`config.mk`:
```
export PLATFORM = sky130hd
export DESIGN_NAME = ptp_master_tx
export DESIGN_NICKNAME = d
export VERILOG_FILES = /design/src/source/eth_pkg.sv /design/src/source/ptp_pkg.sv /design/src/source/ptp_rtc.sv /design/src/source/ptp_sync_sched.sv /design/src/source/ptp_msg_builder.sv /design/src/source/eth_fcs_append.sv /design/src/source/ptp_master_tx.sv
export SDC_FILE = /design/constraint.sdc
export NUM_CORES = 1
export LEC_CHECK = 0
export BUFFER_PORTS_ARGS = -buffer_cell sky130_fd_sc_hd__clkbuf_2
export CORE_MARGIN = 2
export CORE_UTILIZATION = 64
export CTS_CLUSTER_DIAMETER = 80
export CTS_CLUSTER_SIZE = 12
export DETAILED_ROUTE_END_ITERATION = 8
export GPL_TIMING_DRIVEN = 0
export PLACE_DENSITY = 0.8
export SLEW_MARGIN = 20
export SYNTH_ARGS = -nofsm -noshare
export SYNTH_HDL_FRONTEND = slang
export SYNTH_HIERARCHICAL = 1
export SYNTH_SLANG_ARGS = --single-unit
```
`constraint.sdc`:
```
create_clock -name tx_clk -period 8.84 [get_ports tx_clk]
set_input_delay 0.884 -clock tx_clk [delete_from_list [all_inputs] [get_ports tx_clk]]
set_output_delay 0.884 -clock tx_clk [all_outputs]
set_load 0.02 [all_outputs]
```
`src/source/eth_pkg.sv`:
```
// Ethernet framing constants and the FCS step for the GMII byte path
// frame sizes count DA through pad, FCS excluded
// crc32_d8 keeps the register msb first, so a good frame leaves C704DD7B
package eth_pkg;

  // one byte of the outgoing stream
  typedef struct packed {
    logic [7:0] data;
    logic       valid;
    logic       first;   // first DA byte, CRC starts here
    logic       last;    // last pad byte, FCS follows
  } eth_byte_t;

  localparam logic [7:0]  PREAMBLE_BYTE  = 8'h55;
  localparam logic [7:0]  SFD_BYTE       = 8'hD5;

  localparam logic [47:0] PTP_DST_MAC    = 48'h011B19000000; // PTP multicast
  localparam logic [47:0] SRC_MAC        = 48'h0080630009BA;

  localparam logic [15:0] ETHERTYPE_VLAN = 16'h8100;
  localparam logic [15:0] ETHERTYPE_PTP  = 16'h88F7;
  localparam logic [15:0] VLAN_TCI       = 16'h0002;

  localparam logic [7:0]  MIN_FRAME_BYTES = 8'd60;
  localparam logic [7:0]  IFG_BYTES       = 8'd12;

  localparam logic [31:0] CRC_INIT    = 32'hFFFF_FFFF;
  localparam logic [31:0] CRC_RESIDUE = 32'hC704_DD7B;

  // one byte of IEEE 802.3 CRC-32
  // bits go in lsb first, as they leave on the wire
  function automatic logic [31:0] crc32_d8(input logic [7:0]  data,
                                           input logic [31:0] crc);
    logic [31:0] c;
    logic        fb;
    c = crc;
    for (int i = 0; i < 8; i++) begin
      fb = c[31] ^ data[i];
      c  = {c[30:0], 1'b0};
      if (fb) begin
        c = c ^ 32'h04C1_1DB7;
      end
    end
    return c;
  endfunction

endpackage

```
`src/source/ptp_pkg.sv`:
```
// PTPv2 message types, timestamp and request records
// only Sync and Follow_Up are generated, two-step mode only
package ptp_pkg;

  // 48-bit seconds, 32-bit nanoseconds, as carried in originTimestamp
  typedef struct packed {
    logic [47:0] sec;
    logic [31:0] ns;
  } ptp_ts_t;

  typedef enum logic [3:0] {
    SYNC      = 4'h0,
    FOLLOW_UP = 4'h8
  } ptp_msg_e;

  // what the scheduler hands the frame builder
  typedef struct packed {
    ptp_msg_e    msg_type;
    logic [15:0] seq_id;
    ptp_ts_t     origin_ts;   // zero for Sync
  } ptp_req_t;

  localparam logic [7:0]  PTP_VERSION   = 8'h02;   // versionPTP, minor version 0
  localparam int          PTP_MSG_LEN   = 44;      // Sync and Follow_Up body
  localparam logic [79:0] SRC_PORT_ID   = 80'h0080_63FF_FF00_09BA_0002;
  localparam logic [15:0] FLAG_TWO_STEP = 16'h0200;
  localparam logic [31:0] NS_PER_SEC    = 32'd1_000_000_000;

endpackage

```
`src/source/ptp_rtc.sv`:
```
// free-running PTP time base, starts at zero out of reset
// NS_PER_CYCLE must be below NS_PER_SEC; no offset or rate adjust
module ptp_rtc
  import ptp_pkg::*;
#(
  parameter int NS_PER_CYCLE = 8
) (
  input  logic    tx_clk,
  input  logic    rst_sys_n,
  output ptp_ts_t time_o
);

  logic [47:0] sec_q;
  logic [31:0] ns_q;
  logic [31:0] ns_sum;

  assign ns_sum = ns_q + 32'(NS_PER_CYCLE);

  always_ff @(posedge tx_clk) begin
    if (!rst_sys_n) begin
      sec_q <= '0;
      ns_q  <= '0;
    end else if (ns_sum >= NS_PER_SEC) begin
      ns_q  <= ns_sum - NS_PER_SEC;   // carry into seconds
      sec_q <= sec_q + 48'd1;
    end else begin
      ns_q  <= ns_sum;
    end
  end

  assign time_o.sec = sec_q;
  assign time_o.ns  = ns_q;

endmodule

```
`src/source/ptp_sync_sched.sv`:
```
// issues one Sync every SYNC_DIV ticks, then its Follow_Up
// a due Sync is dropped while a round or the builder is still busy
module ptp_sync_sched
  import ptp_pkg::*;
#(
  parameter int SYNC_DIV = 4
) (
  input  logic     tx_clk,
  input  logic     rst_sys_n,
  input  logic     sync_tick_i,
  input  logic     busy_i,
  input  logic     ts_valid_i,
  input  ptp_ts_t  egress_ts_i,
  output logic     start_o,
  output ptp_req_t req_o
);

  localparam int CW = (SYNC_DIV > 1) ? $clog2(SYNC_DIV) : 1;

  typedef enum logic [1:0] {
    ST_IDLE,
    ST_WAIT_TS,     // Sync on its way, SFD not sent yet
    ST_WAIT_IDLE    // timestamp held, waiting for the gap to end
  } state_e;

  state_e      state_q;
  logic [CW-1:0] tick_cnt_q;
  logic [15:0] seq_q;
  logic        sync_due;
  logic        issue_sync;
  logic        issue_fu;

  assign sync_due   = sync_tick_i && (tick_cnt_q == CW'(SYNC_DIV - 1));
  assign issue_sync = (state_q == ST_IDLE) && sync_due && !busy_i;
  assign issue_fu   = (state_q == ST_WAIT_IDLE) && !busy_i;

  always_ff @(posedge tx_clk) begin
    if (!rst_sys_n) begin
      state_q    <= ST_IDLE;
      tick_cnt_q <= '0;
      seq_q      <= '0;
      start_o    <= 1'b0;
    end else begin
      start_o <= issue_sync || issue_fu;
      if (sync_tick_i) begin
        tick_cnt_q <= sync_due ? '0 : tick_cnt_q + CW'(1);
      end
      if (issue_sync) begin
        seq_q   <= seq_q + 16'd1;
        state_q <= ST_WAIT_TS;
      end else if (state_q == ST_WAIT_TS && ts_valid_i) begin
        state_q <= ST_WAIT_IDLE;
      end else if (issue_fu) begin
        state_q <= ST_IDLE;
      end
    end
  end

  // request fields, only sampled by the builder on start
  always_ff @(posedge tx_clk) begin
    if (issue_sync) begin
      req_o.msg_type  <= SYNC;
      req_o.seq_id    <= seq_q + 16'd1;
      req_o.origin_ts <= '0;
    end else if (state_q == ST_WAIT_TS && ts_valid_i) begin
      req_o.origin_ts <= egress_ts_i;   // egress time of this Sync
    end else if (issue_fu) begin
      req_o.msg_type <= FOLLOW_UP;      // same seq_id as the Sync
    end
  end

endmodule

```
`src/source/ptp_msg_builder.sv`:
```
// builds one PTP frame per start, preamble through pad, one byte per cycle
// FCS is appended downstream; busy covers it and the inter-frame gap
// egress timestamp is the RTC value while the SFD is presented
module ptp_msg_builder
  import eth_pkg::*;
  import ptp_pkg::*;
#(
  parameter int VLAN_EN = 0
) (
  input  logic      tx_clk,
  input  logic      rst_sys_n,
  input  logic      start_i,
  input  ptp_req_t  req_i,
  input  ptp_ts_t   rtc_i,
  output logic      busy_o,
  output logic      ts_valid_o,
  output ptp_ts_t   egress_ts_o,
  output eth_byte_t byte_o
);

  localparam int SFD_IDX    = 7;
  localparam int HDR_BYTES  = (VLAN_EN != 0) ? 18 : 14;   // DA, SA, tag, type
  localparam int BODY_BYTES = HDR_BYTES + PTP_MSG_LEN;
  localparam int BODY_END   = SFD_IDX + 1 + BODY_BYTES;
  localparam int FRAME_LEN  = SFD_IDX + 1 +
                              ((BODY_BYTES > int'(MIN_FRAME_BYTES)) ?
                               BODY_BYTES : int'(MIN_FRAME_BYTES));
  // 4 fcs bytes plus the gap; start latency adds the last 2 idle cycles
  localparam logic [7:0] GAP_CYCLES = IFG_BYTES + 8'd4;

  logic                        active_q;
  logic [6:0]                  cnt_q;
  logic [7:0]                  gap_q;
  ptp_req_t                    req_q;
  logic                        idle_w;
  logic [HDR_BYTES*8-1:0]      hdr_w;
  logic [PTP_MSG_LEN*8-1:0]    msg_w;
  logic [BODY_BYTES*8-1:0]     body_w;
  logic [6:0]                  body_sel;

  generate
    if (VLAN_EN != 0) begin : g_vlan
      assign hdr_w = {PTP_DST_MAC, SRC_MAC, ETHERTYPE_VLAN, VLAN_TCI, ETHERTYPE_PTP};
    end else begin : g_untagged
      assign hdr_w = {PTP_DST_MAC, SRC_MAC, ETHERTYPE_PTP};
    end
  endgenerate

  // common header plus the 10-byte origin timestamp
  assign msg_w = {4'h0, req_q.msg_type,    // transportSpecific, messageType
                  PTP_VERSION,
                  16'(PTP_MSG_LEN),
                  8'h00, 8'h00,            // domain 0, reserved
                  (req_q.msg_type == SYNC) ? FLAG_TWO_STEP : 16'h0000,
                  64'h0,                   // correctionField
                  32'h0,                   // reserved
                  SRC_PORT_ID,
                  req_q.seq_id,
                  8'h00, 8'h00,            // controlField, logMessageInterval
                  req_q.origin_ts};

  assign body_w   = {hdr_w, msg_w};
  assign body_sel = 7'(BODY_END - 1) - cnt_q;   // byte 0 sits at the top
  assign idle_w   = !active_q && (gap_q == 8'd0);
  assign busy_o   = start_i || !idle_w;

  always_ff @(posedge tx_clk) begin
    if (!rst_sys_n) begin
      active_q   <= 1'b0;
      cnt_q      <= '0;
      gap_q      <= '0;
      ts_valid_o <= 1'b0;
    end else begin
      ts_valid_o <= active_q && (cnt_q == 7'(SFD_IDX));
      if (start_i && idle_w) begin
        active_q <= 1'b1;
        cnt_q    <= '0;
      end else if (active_q) begin
        if (cnt_q == 7'(FRAME_LEN - 1)) begin
          active_q <= 1'b0;
          gap_q    <= GAP_CYCLES;
        end else begin
          cnt_q <= cnt_q + 7'd1;
        end
      end else if (gap_q != 8'd0) begin
        gap_q <= gap_q - 8'd1;
      end
    end
  end

  always_ff @(posedge tx_clk) begin
    if (start_i && idle_w) begin
      req_q <= req_i;
    end
    if (active_q && cnt_q == 7'(SFD_IDX)) begin
      egress_ts_o <= rtc_i;   // time at SFD
    end
  end

  always_comb begin
    byte_o       = '0;
    byte_o.valid = active_q;
    byte_o.first = active_q && (cnt_q == 7'(SFD_IDX + 1));
    byte_o.last  = active_q && (cnt_q == 7'(FRAME_LEN - 1));
    if (!active_q) begin
      byte_o.data = 8'h00;
    end else if (cnt_q < 7'(SFD_IDX)) begin
      byte_o.data = PREAMBLE_BYTE;
    end else if (cnt_q == 7'(SFD_IDX)) begin
      byte_o.data = SFD_BYTE;
    end else if (cnt_q < 7'(BODY_END)) begin
      byte_o.data = body_w[body_sel*8 +: 8];
    end else begin
      byte_o.data = 8'h00;   // pad to minimum size
    end
  end

endmodule

```
`src/source/eth_fcs_append.sv`:
```
// registers the byte stream onto GMII and appends the FCS
// CRC restarts at the byte marked first; the source leaves 4 idle
// cycles after last for the FCS bytes; tx_er is not driven here
module eth_fcs_append
  import eth_pkg::*;
(
  input  logic      tx_clk,
  input  logic      rst_sys_n,
  input  eth_byte_t byte_i,
  output logic [7:0] txd_o,
  output logic      tx_en_o
);

  logic [31:0] crc_q;
  logic [31:0] crc_next;
  logic [31:0] fcs_w;
  logic        in_crc_q;
  logic [2:0]  fcs_left_q;

  assign crc_next = crc32_d8(byte_i.data, byte_i.first ? CRC_INIT : crc_q);
  assign fcs_w    = ~{<<{crc_q}};   // wire order, low byte goes first

  always_ff @(posedge tx_clk) begin
    if (!rst_sys_n) begin
      txd_o      <= 8'h00;
      tx_en_o    <= 1'b0;
      in_crc_q   <= 1'b0;
      fcs_left_q <= '0;
    end else if (byte_i.valid) begin
      txd_o   <= byte_i.data;
      tx_en_o <= 1'b1;
      if (byte_i.last) begin
        in_crc_q   <= 1'b0;
        fcs_left_q <= 3'd4;
      end else if (byte_i.first) begin
        in_crc_q <= 1'b1;
      end
    end else if (fcs_left_q != 3'd0) begin
      txd_o      <= fcs_w[7:0];
      tx_en_o    <= 1'b1;
      fcs_left_q <= fcs_left_q - 3'd1;
    end else begin
      txd_o   <= 8'h00;
      tx_en_o <= 1'b0;
    end
  end

  // running CRC, shifted out a byte at a time during the FCS
  always_ff @(posedge tx_clk) begin
    if (byte_i.valid && (byte_i.first || in_crc_q)) begin
      crc_q <= crc_next;
    end else if (!byte_i.valid && fcs_left_q != 3'd0) begin
      crc_q <= {crc_q[23:0], 8'h00};   // next fcs byte moves into fcs_w[7:0]
    end
  end

endmodule

```
`src/source/ptp_master_tx.sv`:
```
// two-step PTP master, Sync and Follow_Up over Ethernet II on GMII
// sync_tick_i pulses must be at least one frame pair apart
// tx_clk is the GMII transmit clock and the RTC clock
module ptp_master_tx
  import eth_pkg::*;
  import ptp_pkg::*;
#(
  parameter int SYNC_DIV     = 4,
  parameter int VLAN_EN      = 0,
  parameter int NS_PER_CYCLE = 8
) (
  input  logic       tx_clk,
  input  logic       rst_sys_n,
  input  logic       sync_tick_i,
  output logic [7:0] txd_o,
  output logic       tx_en_o
);

  ptp_ts_t   rtc_time;
  ptp_ts_t   egress_ts;
  ptp_req_t  req;
  logic      start;
  logic      busy;
  logic      ts_valid;
  eth_byte_t tx_byte;

  ptp_rtc #(
    .NS_PER_CYCLE (NS_PER_CYCLE)
  ) u_ptp_rtc (
    .tx_clk    (tx_clk),
    .rst_sys_n (rst_sys_n),
    .time_o    (rtc_time)
  );

  ptp_sync_sched #(
    .SYNC_DIV (SYNC_DIV)
  ) u_ptp_sync_sched (
    .tx_clk      (tx_clk),
    .rst_sys_n   (rst_sys_n),
    .sync_tick_i (sync_tick_i),
    .busy_i      (busy),
    .ts_valid_i  (ts_valid),
    .egress_ts_i (egress_ts),
    .start_o     (start),
    .req_o       (req)
  );

  ptp_msg_builder #(
    .VLAN_EN (VLAN_EN)
  ) u_ptp_msg_builder (
    .tx_clk      (tx_clk),
    .rst_sys_n   (rst_sys_n),
    .start_i     (start),
    .req_i       (req),
    .rtc_i       (rtc_time),
    .busy_o      (busy),
    .ts_valid_o  (ts_valid),
    .egress_ts_o (egress_ts),
    .byte_o      (tx_byte)
  );

  eth_fcs_append u_eth_fcs_append (
    .tx_clk    (tx_clk),
    .rst_sys_n (rst_sys_n),
    .byte_i    (tx_byte),
    .txd_o     (txd_o),
    .tx_en_o   (tx_en_o)
  );

endmodule

```
==> run_results.csv <==
group,metric,value,unit
clocking,cts_root_buf,"clkbuf_16",
yosys,ys_types,94,
power_and_ir_drop,p_clk_share,27.6,%
timing,finClkSkew,0.0320,ns
floorplan,die_h,181,um
finish,fin_cells,2402,
finish,final_nets,1992,
placement,gp_congestion,0.932,
clocking,cts_setup_buffers,0,
clocking,post_cts_resized,0,
yosys,synth_warnings,6,
finish,antenna_cells,0,
floorplan,pin_count,12,
global_route,grt_overflow,0,
finish,final_common_cell,"nand2_1",
yosys,synth_edf_count,228,
placement,place_hpwl,33000,um
timing,max_slew_margin,35.4,%
clocking,ctsHoldBuffers,0,
clocking,clock-sinks,437,
finish,area_growth,9.77,%
routing,via_per_inst,6.15,
timing,tightest_slew,0.966,ns
clocking,clk_latency,0.57,ns
floorplan,die_area,32700,um^2
critical_path,critPathKind,"register to register",
yosys,synth-seq-cells,437,
critical_path,end_kind,"register",
clocking,cts.clk_slew.worst_paths,0.06,ns
timing,final-max-slew-violation-count,0,
min_path,hp-class,"register to register",
placement,dpl.cell_count,2324,
routing,drc,0,
yosys,yosys.area.top_type_share,34.2,%
power_and_ir_drop,p_int,4.13,mW
yosys,synth_area,20000,um^2
timing,finalCritPeriodShare,65.1,%
critical_path,arrival,6.05,ns
floorplan,die_x,181,um
power_and_ir_drop,share_seq_of_total_power,46.0,%
finish,final_cell_mix,"nand2_1, edfxtp_1, dfxtp_1",
routing,ant_nets,0,
timing,setup_viol,0,
timing,final-hold-violation-count,0,
clocking,cts_buffer_depth,3,
power_and_ir_drop,peakVddDrop,0.149,mV
clocking,cts_tree,"done",
global_route,grt_pass1_wl,76600,um
placement,port_buffers,11,
power_and_ir_drop,switching_share,31.6,%
routing,num_vias,14800,
global_route,grt_max_degree,52,
timing,fmax,174,MHz
routing,wl_per_cell,20.1,um
power_and_ir_drop,p_comb_share,26.4,%
clocking,cts_made_buffers,42,
critical_path,start_kind,"register",
yosys,ys_seq_area_share,55.1,%
outcome,status,"finished clean",
critical_path,worst-path-max-fanout,10,
routing,drtPass1Iterations,6,
run,drv_cap,0,
timing,rsz0062_at_grt,"no",
yosys,postSynthAreaPerCell,10.5,um^2
timing,fin_crit,5.76,ns
yosys,syn_inst,1909,
global_route,grt_usage,29.3,%
global_route,grt_pass1_vias,14200,
power_and_ir_drop,power.density,275,nW/um^2
yosys,ys.flop_type,"edfxtp_1",
yosys,synthTopCellsByArea,"edfxtp_1, dfxtp_1, nand2_1",
timing,finalWorstSetupSlack,3.08,ns
yosys,synth_top_area_cell,"edfxtp_1",
floorplan,rows,64,
timing,finalSetupTns,0,ns
global_route,antenna_found_initial,0,
yosys,async_flop_share,0,%
power_and_ir_drop,p_leak,7.88,nW
finish,layout-drive-gt1-share,8.37,%
clocking,htree_levels,2,
critical_path,critical_path_required,9.13,ns
floorplan,start_util,65.3,%
power_and_ir_drop,switchingPower,1.91,mW
routing,drtIter0Drc,1513,
floorplan,core,30700,um^2
routing,routed_wl,48300,um
placement,dp_slack,3.07,ns
cell usage after synthesis (all sizes together) (12+ instances only):
cell type / n
nand2: 253
nor4: 14
edfxtp: 228
nand4: 24
inv: 33
and3: 23
a21oi: 172
clkbuf: 60
xnor2: 91
ha: 17
o2111ai: 15
o211ai: 24
xor2: 70
and2: 29
mux4: 18
mux2i: 20
dfxtp: 209
or4: 12
nand3: 49
buf: 66
nor2: 164
a211oi: 14
o21ai: 72
nor2b: 14
nor3: 35
or3: 30
final timing paths:
path	start	endpoint	slack, ns	depth (start not counted)
max reg2reg	u_ptp_msg_builder/cnt_q[1]$_SDFFE_PP0P_	u_eth_fcs_append/crc_q[10]$_DFFE_PP_	3.08	17
min	u_ptp_sync_sched/req_o[92]$_DFFE_PP_	u_ptp_msg_builder/body_w[108]$_DFFE_PP_	0.42	0
min reg2reg	u_ptp_sync_sched/req_o[92]$_DFFE_PP_	u_ptp_msg_builder/body_w[108]$_DFFE_PP_	0.42	0
max	u_ptp_msg_builder/cnt_q[1]$_SDFFE_PP0P_	u_eth_fcs_append/crc_q[10]$_DFFE_PP_	3.08	17
worst max-delay path, cell delays in order, from the launching register on:
cell and delay [ns]:
dfxtp_1 0.57, buf_2 0.37, buf_4 0.26, inv_1 0.16, ha_1 0.21, buf_4 0.17, xnor2_2 0.44, clkbuf_1 0.48
a21oi_1 0.07, o21ai_0 0.21, a21oi_1 0.10, o32ai_1 0.85, xnor2_1 0.22, o21ai_0 0.16, nand2_1 0.42, xnor3_1 0.42
a311oi_1 0.27, a21oi_1 0.07
logic make-up (layout without fill, tap and decap cells):
group | Yosys count | count (layout) | synth area share (%)
fa+ha+maj | 17 | 17 | 1.06
mux | 42 | 42 | 3.38
compound gates | 395 | 395 | 12.3
flops | 437 | 437 | 55.1
simple gates | 689 | 689 | 16.6
buf+inv | 161 | 254 | 3.82
other cells | 2 | 6 | 0.0375
xor+xnor | 166 | 166 | 7.71
flip-flops by register name, indices dropped and copies added (netlist names), 2 cells and up:
signal / flops
u_ptp_sync_sched/tick_cnt_q: 2
u_ptp_msg_builder/gap_q: 8
u_ptp_sync_sched/req_o: 97
u_ptp_rtc/ns_q: 29
u_ptp_sync_sched/state_q: 2
u_eth_fcs_append/txd_o: 8
u_ptp_msg_builder/cnt_q: 7
u_ptp_msg_builder/egress_ts_o: 80
u_ptp_sync_sched/seq_q: 16
u_eth_fcs_append/crc_q: 32
u_ptp_msg_builder/body_w: 100
u_eth_fcs_append/fcs_left_q: 3
u_ptp_rtc/sec_q: 48
per-layer routing:
metal	part of all wire [%]	up-vias	wire, um	GRT usage, %
met5	0	-	0	0
met4	2.8	0	1340	9.90
met3	6.1	89	2960	3.59
met2	49	593	23500	49.2
met1	42	7097	20500	39.7
li1	-	6988	-	-
metrics by stage:
stage | cell area [um^2] | util, % | hold slack [ns] | power (mW)
after global placement | 20600 | 67.1 | 0.404 | 4.29
after floorplan | 20000 | - | 0.400 | 3.96
after detailed placement | 20700 | 67.5 | 0.407 | 4.35
after CTS | 22000 | 71.6 | 0.421 | 6.04
final | 22000 | 71.6 | 0.419 | 6.04
after global routing | 22000 | 71.6 | 0.427 | 6.32
area by class of cell:
type	instances	area, um^2
Clock inverter	4	82.6
Timing Repair Buffer	15	158
Multi-Input combinational cell	1315	8250
Tap cell	396	495
Clock buffer	74	1180
Fill cell	2103	8700
Buffer	126	634
Inverter	35	134
Sequential cell	437	11000
power by group through the flow:
stage	Sequential, mW	Clock (mW)	Combinational (mW)
after floorplan	2.75	0	1.22
after global placement	2.79	0	1.50
after detailed placement	2.81	0	1.54
after CTS	2.77	1.70	1.57
after global routing	2.81	1.77	1.74
final	2.78	1.67	1.60
Note: power is estimated with default switching activity, not from simulation.
